`config.mk`:
```
export PLATFORM = sky130hd
export DESIGN_NAME = refill_line_assembler
export DESIGN_NICKNAME = d
export VERILOG_FILES = /design/src/common/icache_pkg.sv /design/src/refill/refill_line_assembler.sv
export SDC_FILE = /design/constraint.sdc
export NUM_CORES = 1
export LEC_CHECK = 0
export ABC_AREA = 1
export BUFFER_PORTS_ARGS = -buffer_cell sky130_fd_sc_hd__buf_2
export CORE_UTILIZATION = 43
export CTS_CLUSTER_DIAMETER = 100
export DETAILED_ROUTE_END_ITERATION = 6
export HOLD_SLACK_MARGIN = 0.05
export PLACE_DENSITY = 0.76
export SYNTH_ARGS = -nofsm -noshare
export SYNTH_HDL_FRONTEND = slang
export SYNTH_SLANG_ARGS = --single-unit
export TNS_END_PERCENT = 20
```
`constraint.sdc`:
```
create_clock -name clk -period 7.6 [get_ports clk]
set_input_delay 0 -clock clk [delete_from_list [all_inputs] [get_ports clk]]
set_output_delay 0 -clock clk [all_outputs]
set_load 0.01 [all_outputs]
```
`src/common/icache_pkg.sv`:
```
`default_nettype none

package icache_pkg;

   // -------------------------------------------------------------------------
   // Fixed widths of the fetch port and the AXI read path
   // -------------------------------------------------------------------------
   localparam int unsigned ADDR_W   = 32;                  // Byte address
   localparam int unsigned FETCH_W  = 128;                 // One fetch word
   localparam int unsigned ID_W     = 16;                  // Fetch transaction ID
   localparam int unsigned AXI_W    = 64;                  // One read beat

   // Byte offset inside one fetch word
   localparam int unsigned OFFSET_W = $clog2(FETCH_W / 8);

   // -------------------------------------------------------------------------
   // Payload types
   // -------------------------------------------------------------------------
   typedef logic [ADDR_W-1:0]  addr_t;
   typedef logic [FETCH_W-1:0] fetch_word_t;
   typedef logic [ID_W-1:0]    fetch_id_t;
   typedef logic [AXI_W-1:0]   axi_beat_t;

endpackage

`default_nettype wire
```
`src/refill/refill_line_assembler.sv`:
```
`timescale 1ns/10ps
`default_nettype none

module refill_line_assembler
#(
   parameter int unsigned LINE_WORDS = 2
)
(
   input  logic                                     clk,
   input  logic                                     rst_n,
   input  icache_pkg::axi_beat_t                    r_data_i,
   input  logic                                     r_last_i,
   input  logic                                     r_valid_i,
   output logic                                     r_ready_o,
   output logic                                     line_valid_o,   // One-cycle pulse
   output icache_pkg::fetch_word_t [LINE_WORDS-1:0] line_o,
   input  logic                                     line_taken_i
);
   import icache_pkg::*;

   localparam int unsigned LINE_W = LINE_WORDS * FETCH_W;
   localparam int unsigned BEATS  = LINE_W / AXI_W;
   localparam int unsigned IDX_W  = (BEATS > 1) ? $clog2(BEATS) : 1;

   logic [LINE_W-1:0] line_q;
   logic [IDX_W-1:0]  beat_idx_q;
   logic              full_q;       // Finished line waits for the controller
   logic              beat_take;
   logic              beat_last;

   assign r_ready_o = !full_q;      // Back-pressure R while a line is held
   assign beat_take = r_valid_i && r_ready_o;
   assign beat_last = r_last_i || (beat_idx_q == IDX_W'(BEATS - 1));
   assign line_o    = line_q;

   // Beats enter at the top, the first one ends at bit 0
   always_ff @(posedge clk)
   begin
      if (beat_take)
      begin
         line_q <= {r_data_i, line_q[LINE_W-1:AXI_W]};
      end
   end

   always_ff @(posedge clk or negedge rst_n)
   begin
      if (!rst_n)
      begin
         beat_idx_q   <= '0;
         full_q       <= 1'b0;
         line_valid_o <= 1'b0;
      end
      else
      begin
         line_valid_o <= beat_take && beat_last;
         if (beat_take)
         begin
            beat_idx_q <= beat_last ? '0 : beat_idx_q + 1'b1;
         end
         if (beat_take && beat_last)
         begin
            full_q <= 1'b1;
         end
         else if (line_taken_i)
         begin
            full_q <= 1'b0;
         end
      end
   end

endmodule

`default_nettype wire

```
After elaboration in Yosys (flattened, before gate mapping)
Index checks and enable logic that the tools add are counted.
{"block": "classes", "n_addsub": 1, "eq_ne": 1, "mux": 3, "reduce_logical": 5}
{"operator": "2-bit by 1-bit adder with 2-bit output (second input constant)", "count": 1}
{"operator": "2-bit equality test (second input constant)", "count": 1}
{"operator": "1-bit logical AND", "count": 2}
{"operator": "1-bit two-way mux", "count": 2}
{"operator": "2-bit two-way mux", "count": 1}
{"operator": "2-bit nonzero test", "count": 1}
{"operator": "1-bit logical NOT", "count": 1}
{"operator": "1-bit logical OR", "count": 1}
{"block": "totals", "regBits": 260, "in_bits": 69, "out_inout_bits": 258, "elab_cells": 14}

Depth between registers and ports, before layout
Gate-level depths: netlist of run 1.
{"block": "logic_depth", "ltp_word": 4, "ltp_mapped": 4}

Worst setup path before layout of run 1
Ideal clock, no wire load.
{"block": "synth_timing", "kind": "register -> register", "startpoint": "register full_q", "endpoint": "register line_q[0] (netlist: line_o[0]) (enable)", "setup_time_ns": 0.674, "arrival_ns": 6.929, "t_required_ns": 6.926, "setup_slack_ns": -0.003, "path_stages_with_launch": 2, "n_path_buf": 0, "period_less_slack_ns": 7.603, "path_cell_list": "dfrtp_1 > nor2_2"}
{"block": "synth_between", "elab_chain_len": 2}
{"item": "from (decl)", "line_no": "refill_line_assembler.sv:27", "rtl": "logic full_q;"}
{"item": "from (signal assigned)", "line_no": "refill_line_assembler.sv:50", "rtl": "full_q <= 1'b0;"}
{"item": "from (signal assigned)", "line_no": "refill_line_assembler.sv:62", "rtl": "full_q <= 1'b1;"}
{"item": "from (signal assigned)", "line_no": "refill_line_assembler.sv:66", "rtl": "full_q <= 1'b0;"}
{"item": "1-bit logical NOT", "line_no": "refill_line_assembler.sv:31", "rtl": "assign r_ready_o = !full_q;"}
{"item": "1-bit logical AND", "line_no": "refill_line_assembler.sv:32", "rtl": "assign beat_take = r_valid_i && r_ready_o;"}
{"item": "via beat_take", "line_no": "refill_line_assembler.sv:28", "rtl": "logic beat_take;"}
{"item": "to (signal assigned)", "line_no": "refill_line_assembler.sv:41", "rtl": "line_q <= {r_data_i, line_q[LINE_W-1:AXI_W]};"}
{"item": "to (decl)", "line_no": "refill_line_assembler.sv:25", "rtl": "logic [LINE_W-1:0] line_q;"}
The timed path passes the listed nets, and every way through them passes these cells.
A chain may end at the register's enable or synchronous reset.

Worst setup path in the final report of run 1
{"block": "layout_timing", "startpoint": "register full_q", "endpoint": "register line_q[105] (netlist: line_o[105]) (enable)"}
The elaborated chain is that of the path after synthesis.

==> results.tsv, run 1 <==
stage	metric	value	unit
setup_path	Worst Setup EP	line_o[105]	
cts	post-CTS setup buffer count	0	
placed_design	Routability Congestion	0.788	
sta	Period Utilization, post-route	0.396	
floorplanning	Rows	49	
sta	Final Hold Fails	0	
floorplanning	io pins	327	
yosys	top-area cell type share of the netlist area	0.977	
sta	RSZ-0062 raised after global routing	false	
power_and_ir_drop	sw frac	0.221	
yosys	Post-Syn Nets	346	
sta	post-route setup TNS	0	ns
sta	Min Clock Period, post-route	3.01	ns
cts	Clk Latency, worst-skew pair	0.51	ns
setup_path	CP Max Fanout	86	
cts	CTS clk-pin slew, worst paths	0.06	ns
sta	Worst Max-Slew Pin Slew	1.05	ns
power_and_ir_drop	Worst VDD drop	260	uV
sta	Slew headroom	0.303	
setup_path	Arr. time, crit path	3.14	ns
sta	Max Slew Vio Count	0	
cells_and_area	P&R area growth vs syn	44.1	%
outcome	outcome	complete, no violations	
cts	cts bufs inserted	27	
cells_and_area	layout cells sized above 1	0.504	
setup_path	Worst setup EP type	flop	
cts	CTS tree	yes	
yosys	register bit count reported by yosys	260	
yosys	Distinct cells, synth	11	
placed_design	count of input and output buffers	326	
routing	# DRC	0	
power_and_ir_drop	register share of total power	0.544	
setup_path	Worst Setup SP	full_q	
min_path	WHS Path Cells	2	
power_and_ir_drop	power density over cell area	294	mW/mm^2
sta	Max Fclk	332	MHz
setup_path	WS Path Type	reg2reg	
yosys	top post-synthesis cells by area	edfxtp_1, dfrtp_1, nand2_1	
setup_path	crit-path most repeated cell	buf_4	
run	max cap viols	0	
setup_path	Critical Path Max Stage Delay	0.95	ns
floorplanning	Starting Density	0.438	
power_and_ir_drop	P_int	2600	uW
routing	TritonRoute pass-1 iters	6	
cts	CTS Sinks	260	
placed_design	DP Wirelength	10800	um
cts	clk root buf	clkbuf_16	
yosys	Mapped Area	0.00787	mm^2
floorplanning	die area	0.0188	mm^2
floorplanning	area of the core	0.0180	mm^2
grt	antenna violations before repair	0	
grt	largest net degree at the start of global routing	87	
cts	H-Tree Depth	1	
setup_path	worst path bufs/invs	2	
setup_path	Worst Reg-to-Reg Cells	3	
floorplanning	die width	137	um
sta	clk_skew	0.00903	ns
routing	vias per cell	4.58	
routing	Vias	4360	
power_and_ir_drop	clock network power share	0.362	
grt	vias in the first global route	4397	
grt	Total Routing Usage GR	0.166	
yosys	sequential share of the synthesized area	0.989	
setup_path	Crit-path slowest cell	buf_4	
min_path	HP Class	in2reg	
setup_path	reg2reg start	full_q	
routing	Detail Route Antenna Nets	0	
setup_path	CP cell instances	nor2_4 > buf_4 > buf_4	
power_and_ir_drop	NetSw	736	uW
grt	Overflow after GRT	0	
setup_path	CP delay by family, top	buffers and inverters	
yosys	Yosys top cell by area	edfxtp_1	
power_and_ir_drop	P_leak	0.00453	uW
setup_path	Reg2Reg Setup Slack	4.59	ns
cts	Clock Tree Buf Depth	3	
yosys	Post-Syn Area per Cell	28.5	um^2
routing	initial DRC count	280	
grt	first-pass GRT wire length	23500	um
floorplanning	Die H	137	um
sta	Setup-failing EPs final	0	
cells_and_area	antenna fix cells	0	
setup_path	Critical Path Stages	3	
yosys	Mapped Cells	276	
yosys	Syn. warnings	0	
cells_and_area	# nets final	775	
setup_path	FF-to-FF End	line_o[105]	
sta	Worst Hold Slack	0.190	ns
setup_path	Req. time, crit path	7.73	ns
cells_and_area	# fillers	1254	
setup_path	Startpoint Class	flop	
power_and_ir_drop	combinational share of power	0.094	
routing	WL/cell	17.6	um
routing	routed wire length	16800	um
[power by group through the flow]
| stage | registers (uW) | clock network (uW) | logic, uW |
|---|---|---|---|
| after global routing | 1830 | 1280 | 337 |
| final | 1820 | 1210 | 312 |
| after detailed placement | 1840 | 0 | 283 |
| after global placement | 1830 | 0 | 275 |
| after CTS | 1820 | 1230 | 313 |
| after floorplan | 1910 | 0 | 53.5 |
[stage by stage]
step | power (uW) | instance area (um^2) | worst slack, ns | util | cells
2_1_floorplan | 1970 | 7880 | 2.95 | - | 276
3_3_place_gp | 2110 | 9820 | 4.70 | 0.546 | 834
3_5_place_dp | 2130 | 9820 | 4.54 | 0.546 | 834
4_1_cts | 3360 | 11300 | 4.54 | 0.631 | 953
5_1_grt | 3450 | 11300 | 4.33 | 0.631 | 953
6_report | 3330 | 11300 | 4.59 | 0.631 | 953
[sequential cells by signal (all words and copies together) (netlist names)]
| name | count |
|---|---|
| line_valid_o | 1 |
| full_q | 1 |
| beat_idx_q | 2 |
| line_o | 256 |
[placed cells by master (no fill, tap or decap), types with 2 or more instances in the layout]
master and instances:
buf_2 326, clkinv_2 2, bufinv_16 2, buf_4 3, edfxtp_1 256, nand3_1 2, clkbuf_16 27, clkinv_1 5
inv_1 2, clkbuf_1 11, nand2_1 5, dfrtp_1 4, dlygate4sd3_1 71
[layer usage]
| metal | track usage | up-vias | routed length (um) |
|---|---|---|---|
| met5 | 0 | - | 0 |
| met4 | 0.0812 | 0 | 601 |
| li1 | - | 1977 | - |
| met3 | 0.0430 | 46 | 1220 |
| met2 | 0.293 | 231 | 8810 |
| met1 | 0.185 | 2106 | 6120 |
[Yosys cell counts (all sizes together)]
cell / instances
nor2: 3
or2: 1
o21ai: 1
ha: 1
inv: 3
nand2: 5
edfxtp: 256
nand3: 2
dfrtp: 4
[worst min-delay path by stage]
stage                 start       endpoint  slack [ns]
3_5_place_dp          rst_n   line_valid_o       -0.19
6_report       r_data_i[11]    line_o[203]        0.19
4_1_cts        r_data_i[22]    line_o[214]        0.18
3_3_place_gp          rst_n   line_valid_o       -0.20
2_1_floorplan         rst_n  beat_idx_q[0]       -0.30
5_1_grt        r_data_i[10]    line_o[202]        0.19
[cells by family (layout without fill, tap and decap cells)]
family,Yosys count,after routing,share of synthesized area
and+or+nand+nor,11,11,0.00652
DFF,260,260,0.989
buffers and inverters,3,451,0.00143
AOI/OAI and AO/OA,1,1,0.00111
adders and majority gates,1,1,0.00159
[final cells by class]
| class | count | area [um^2] | area share |
|---|---|---|---|
| Inverter | 3 | 11.3 | 0.000993 |
| Tap cell | 229 | 287 | 0.0253 |
| Sequential cell | 260 | 7790 | 0.687 |
| Multi-Input combinational cell | 13 | 77.6 | 0.00684 |
| Clock inverter | 10 | 96.3 | 0.00850 |
| Timing Repair Buffer | 400 | 2360 | 0.209 |
| Clock buffer | 38 | 717 | 0.0632 |
[timing repair]
item | 4_1_cts | 5_1_grt
resized for setup | 0 | 0
hold buffers | 71 | 0
endpoints found under the hold margin | 90 | 0
Power figures use the tool's default switching activity.
==> run 2, diff against run 1 <==
==> constraint.sdc (replaced) <==
create_clock -name clk -period 2.5 [get_ports clk]
set_input_delay 0 -clock clk [delete_from_list [all_inputs] [get_ports clk]]
set_output_delay 0 -clock clk [all_outputs]
set_load 0.01 [all_outputs]
==> run 2 against run 1 <==
Net effect:
- wire length is 0.57% higher
- utilization is 0.31 points higher
- fmax is 57% higher
- sequential share of layout area is 0.33 points lower
- largest power group unchanged
- sequential cell count stayed put
- register-to-register slack worse by 4.0 ns
- non-clock buffer count is 8 higher
- die area stayed put
- largest cell class unchanged
- cell area is 0.48% higher
==> results.tsv, run 2 (synthesis results as in run 1) <==
stage	metric	value	unit
cells_and_area	antenna fix cells	0	
min_path	HP Class	in2reg	
placed_design	Post-DP Area	0.00995	mm^2
cells_and_area	commonest cells after routing, fill and taps aside	buf_2, edfxtp_1, dlygate4sd3_1	
sta	Max Fclk	520	MHz
placed_design	Routability Congestion	0.750	
floorplanning	Rows	49	
floorplanning	Starting Density	0.438	
sta	Slew headroom	0.657	
grt	Overflow after GRT	0	
sta	Worst Max-Slew Pin Slew	0.514	ns
setup_path	Arr. time, crit path	2.36	ns
cts	Clk Latency, worst-skew pair	0.51	ns
run	max cap viols	0	
setup_path	Worst setup EP type	flop	
placed_design	count of input and output buffers	326	
routing	routed wire length	16800	um
cts	Post-CTS Resized	0	
cells_and_area	max reg flops	256	
sta	Worst Hold Slack	0.188	ns
sta	Period Utilization, post-route	0.769	
cells_and_area	fin area	0.0114	mm^2
grt	vias in the first global route	4325	
power_and_ir_drop	P_leak	0.00457	uW
power_and_ir_drop	Worst VDD drop	699	uV
routing	WL/cell	17.6	um
min_path	WHS Path Cells	2	
floorplanning	Die H	137	um
grt	largest net degree at the start of global routing	57	
sta	Max Slew Vio Count	0	
power_and_ir_drop	power density over cell area	873	mW/mm^2
setup_path	Req. time, crit path	2.93	ns
grt	Total Routing Usage GR	0.167	
cells_and_area	layout cells sized above 1	0.516	
sta	post-route setup TNS	0	ns
cts	CTS tree	yes	
floorplanning	io pins	327	
placed_design	DP Wirelength	11200	um
sta	clk_skew	0.0195	ns
setup_path	WS Path Type	reg2reg	
grt	antenna violations before repair	0	
routing	initial DRC count	167	
cts	clk root buf	clkbuf_16	
setup_path	CP Max Fanout	23	
floorplanning	area of the core	0.0180	mm^2
sta	Min Clock Period, post-route	1.92	ns
cts	CTS clk-pin slew, worst paths	0.06	ns
sta	Final Hold Fails	0	
cells_and_area	commonest non-fill, non-tap cell in the layout	buf_2	
cells_and_area	P&R area growth vs syn	44.8	%
grt	first-pass GRT wire length	23600	um
outcome	outcome	complete, no violations	
cts	H-Tree Depth	1	
cts	cts bufs inserted	25	
routing	vias per cell	4.53	
sta	RSZ-0062 raised after global routing	false	
routing	Vias	4335	
setup_path	Startpoint Class	flop	
cts	Clock Tree Buf Depth	3	
sta	Setup-failing EPs final	0	
setup_path	Worst Reg-to-Reg Cells	6	
cts	CTS Sinks	260	
floorplanning	die area	0.0188	mm^2
cells_and_area	# nets final	781	
routing	Detail Route Antenna Nets	0	
floorplanning	die width	137	um
routing	# DRC	0	
routing	TritonRoute pass-1 iters	5	
## run 2: cell types whose count changed in the layout (fill, tap and decap cells not counted), moves of 2 or more
| cell | change |
|---|---|
| buf_12 | +5 |
| buf_4 | +4 |
| clkbuf_1 | -5 |
| clkbuf_16 | -2 |
| clkinv_2 | +3 |
| inv_6 | +2 |
## run 2: final cells by class
class	count	area, um^2
clock buffer	31	648
clock inverter	14	100
fill	1221	6570
inverter	3	11.3
multi-input combinational	13	77.6
sequential	260	7790
tap	229	287
timing repair buffer	408	2480
## run 2: final timing paths
kind | from | endpoint | slack (ns)
max | full_q | beat_idx_q[0] | 0.58
min | r_data_i[2] | line_o[194] | 0.19
max reg2reg | full_q | beat_idx_q[0] | 0.58
min reg2reg | line_o[200] | line_o[136] | 0.44
max in group asynchronous | rst_n | full_q | 1.90
min in group asynchronous | rst_n | beat_idx_q[1] | 0.43
## run 2: worst max-delay path, stage by stage, from the launching register on
cell and delay, ns:
dfrtp_1 0.41, nor2_4 0.35, buf_12 0.24, buf_12 0.18
nand3_1 0.08, nand2_1 0.06, dlygate4sd3_1 0.53
## run 2: per-stage QoR
| stage | total power [uW] | cells | worst slack, ns | util |
|---|---|---|---|---|
| after floorplan | 5980 | 276 | -2.13 | - |
| after global routing | 10300 | 958 | 0.407 | 0.634 |
| after CTS | 10000 | 958 | 0.544 | 0.634 |
| after global placement | 6460 | 843 | 0.881 | 0.554 |
| final | 9940 | 958 | 0.577 | 0.634 |
| after detailed placement | 6510 | 843 | 0.832 | 0.554 |
## run 2: layer usage
metal	wire length, um	track usage	part of all wire	up-vias
li1	-	-	-	1988
met1	6370	0.193	0.38	2105
met2	8890	0.295	0.53	208
met3	1160	0.0438	0.069	34
met4	435	0.0665	0.026	0
met5	0	0	0	-
## run 2: power by group
group / leakage, uW / internal, uW / switching (uW) / total (uW)
Combinational: 0.00171 / 414 / 579 / 993
Sequential: 0.00249 / 5330 / 188 / 5520
Clock: 0.000370 / 1950 / 1490 / 3430
Total: 0.00457 / 7690 / 2250 / 9940
## run 2: repair_timing
action | 4_1_cts | 5_1_grt
hold buffers | 70 | 0
endpoints found under the hold margin | 78 | 0
buffers inserted | 0 | 0
==> run 3, diff against run 2 <==
==> constraint.sdc (replaced) <==
create_clock -name clk -period 1.65 [get_ports clk]
set_input_delay 0 -clock clk [delete_from_list [all_inputs] [get_ports clk]]
set_output_delay 0 -clock clk [all_outputs]
set_load 0.01 [all_outputs]
==> run 3 against run 2 <==
Net effect:
- non-clock buffer count grew 7
- fmax grew 20%
- critical path depth shrank 1
- sequential cell count is the same
- largest power group unchanged
- clock skew shrank 0.011 ns
- sequential share of layout area shrank 1.4 points
- hold slack gained 0.0070 ns
- cell area grew 2.0%
==> results.tsv, run 3 (synthesis results as in run 1) <==
stage	metric	value	unit
sta	Worst Max-Slew Pin Slew	0.272	ns
setup_path	Critical Path Max Stage Delay	0.54	ns
grt	largest net degree at the start of global routing	42	
setup_path	CP Max Fanout	4	
cts	cts bufs inserted	27	
cells_and_area	register area	0.00779	mm^2
floorplanning	io pins	327	
cts	CTS tree	yes	
setup_path	Worst setup EP type	flop	
power_and_ir_drop	Worst VDD drop	877	uV
placed_design	Placed Cells	847	
setup_path	reg2reg start	beat_idx_q[0]	
cells_and_area	max reg flops	256	
setup_path	worst path bufs/invs	1	
min_path	WHS Path Cells	2	
grt	Overflow after GRT	0	
cts	CTS clk-pin slew, worst paths	0.06	ns
sta	Slew headroom	0.819	
grt	Total Routing Usage GR	0.173	
floorplanning	Starting Density	0.438	
run	max cap viols	0	
sta	Min Clock Period, post-route	1.60	ns
cts	Clk Latency, worst-skew pair	0.51	ns
routing	routed wire length	17400	um
power_and_ir_drop	power density over cell area	1370	mW/mm^2
sta	clk_skew	0.00835	ns
cells_and_area	layout cells sized above 1	0.524	
min_path	Hold Path Sink	line_o[251]	
cells_and_area	# nets final	790	
cells_and_area	P&R area growth vs syn	47.7	%
grt	first-pass GRT wire length	24500	um
cts	CTS Sinks	260	
cells_and_area	# fillers	1211	
min_path	HP Class	in2reg	
setup_path	Startpoint Class	flop	
grt	antenna violations before repair	0	
setup_path	Reg2Reg Setup Slack	0.05	ns
floorplanning	area of the core	0.0180	mm^2
cts	clk root buf	clkbuf_16	
outcome	outcome	complete, no violations	
placed_design	count of input and output buffers	326	
setup_path	Crit-path slowest cell	dlygate4sd3_1	
cells_and_area	commonest cells after routing, fill and taps aside	buf_2, edfxtp_1, dlygate4sd3_1	
routing	TritonRoute pass-1 iters	4	
routing	Vias	4441	
floorplanning	die width	137	um
cells_and_area	Final Util	0.647	
power_and_ir_drop	P_leak	0.00469	uW
placed_design	Routability Congestion	0.765	
setup_path	Arr. time, crit path	2.05	ns
cells_and_area	footprint of the multi-input gates	82.6	um^2
floorplanning	die area	0.0188	mm^2
sta	Max Slew Vio Count	0	
cells_and_area	commonest non-fill, non-tap cell in the layout	buf_2	
cells_and_area	Finished Layout Cells	968	
sta	Period Utilization, post-route	0.971	
setup_path	Req. time, crit path	2.10	ns
power_and_ir_drop	Power Total	15900	uW
routing	WL/cell	17.9	um
routing	# DRC	0	
sta	Final Hold Fails	0	
setup_path	FF-to-FF End	beat_idx_q[1]	
routing	initial DRC count	232	
cts	Clock Tree Buf Depth	3	
setup_path	Worst Reg-to-Reg Cells	5	
setup_path	CP delay by family, top	buffers and inverters	
sta	Max Fclk	624	MHz
min_path	min-delay src	r_data_i[59]	
placed_design	DP Wirelength	11600	um
setup_path	WS Path Type	reg2reg	
grt	vias in the first global route	4539	
routing	Detail Route Antenna Nets	0	
sta	post-route setup TNS	0	ns
setup_path	CP cell instances	ha_1 > nor2_4 > nand3_1 > nand2_1 > dlygate4sd3_1	
sta	Worst Hold Slack	0.195	ns
floorplanning	Rows	49	
cts	H-Tree Depth	1	
routing	vias per cell	4.59	
sta	Setup-failing EPs final	0	
floorplanning	Die H	137	um
==> run 3: changes by cell type in the layout (fill, tap and decap cells not counted), sizes merged <==
cell | before | now
buf | 338 | 344
bufinv | 1 | 4
clkbuf | 31 | 36
clkinv | 11 | 7
diode | 0 | 1
inv | 5 | 4
==> run 3: cell type report <==
cell class                      instances  share of cell area
Clock inverter                         12              0.0140
Clock buffer                           35              0.0624
Multi-Input combinational cell         13             0.00710
Sequential cell                       260               0.670
Tap cell                              229              0.0246
Antenna cell                            1            0.000215
Inverter                                3            0.000969
Timing Repair Buffer                  415               0.221
==> run 3: report_power, final <==
part | switching (uW) | internal (uW)
combinational | 905 | 674
clock | 2300 | 3710
sequential | 283 | 8080
total | 3490 | 12500
==> run 3: repair_timing <==
action | 4_1_cts | 5_1_grt
hold buffers | 70 | 0
endpoints found under the hold margin | 72 | 0
endpoints found under the setup margin | 0 | 1
resized for setup | 0 | 1
buffers inserted | 0 | 2
==> run 3: metal layers <==
metal  global-route usage  wire (um)
met1                0.195       6130
met2                0.304       9190
met3               0.0456       1340
met4               0.0842        700
met5                    0          0
==> run 3: metrics by stage <==
| stage | setup WS (ns) | instance area (um^2) |
|---|---|---|
| after CTS | 0.0323 | 11600 |
| final | 0.0475 | 11600 |
| after global placement | 0.288 | 9990 |
| after detailed placement | 0.230 | 9990 |
| after global routing | -0.0165 | 11600 |
| after floorplan | -2.98 | 7880 |
==> run 3: worst max-delay path by stage <==
stage / from / end / slack [ns] / depth (start not counted)
3_5_place_dp: full_q / line_o[241] / 0.23 / 3
4_1_cts: full_q / beat_idx_q[1] / 0.03 / 5
6_report: beat_idx_q[0] / beat_idx_q[1] / 0.05 / 5
5_1_grt: beat_idx_q[0] / beat_idx_q[1] / -0.02 / 5
3_3_place_gp: full_q / line_o[176] / 0.29 / 3
2_1_floorplan: full_q / line_o[0] / -2.98 / 1
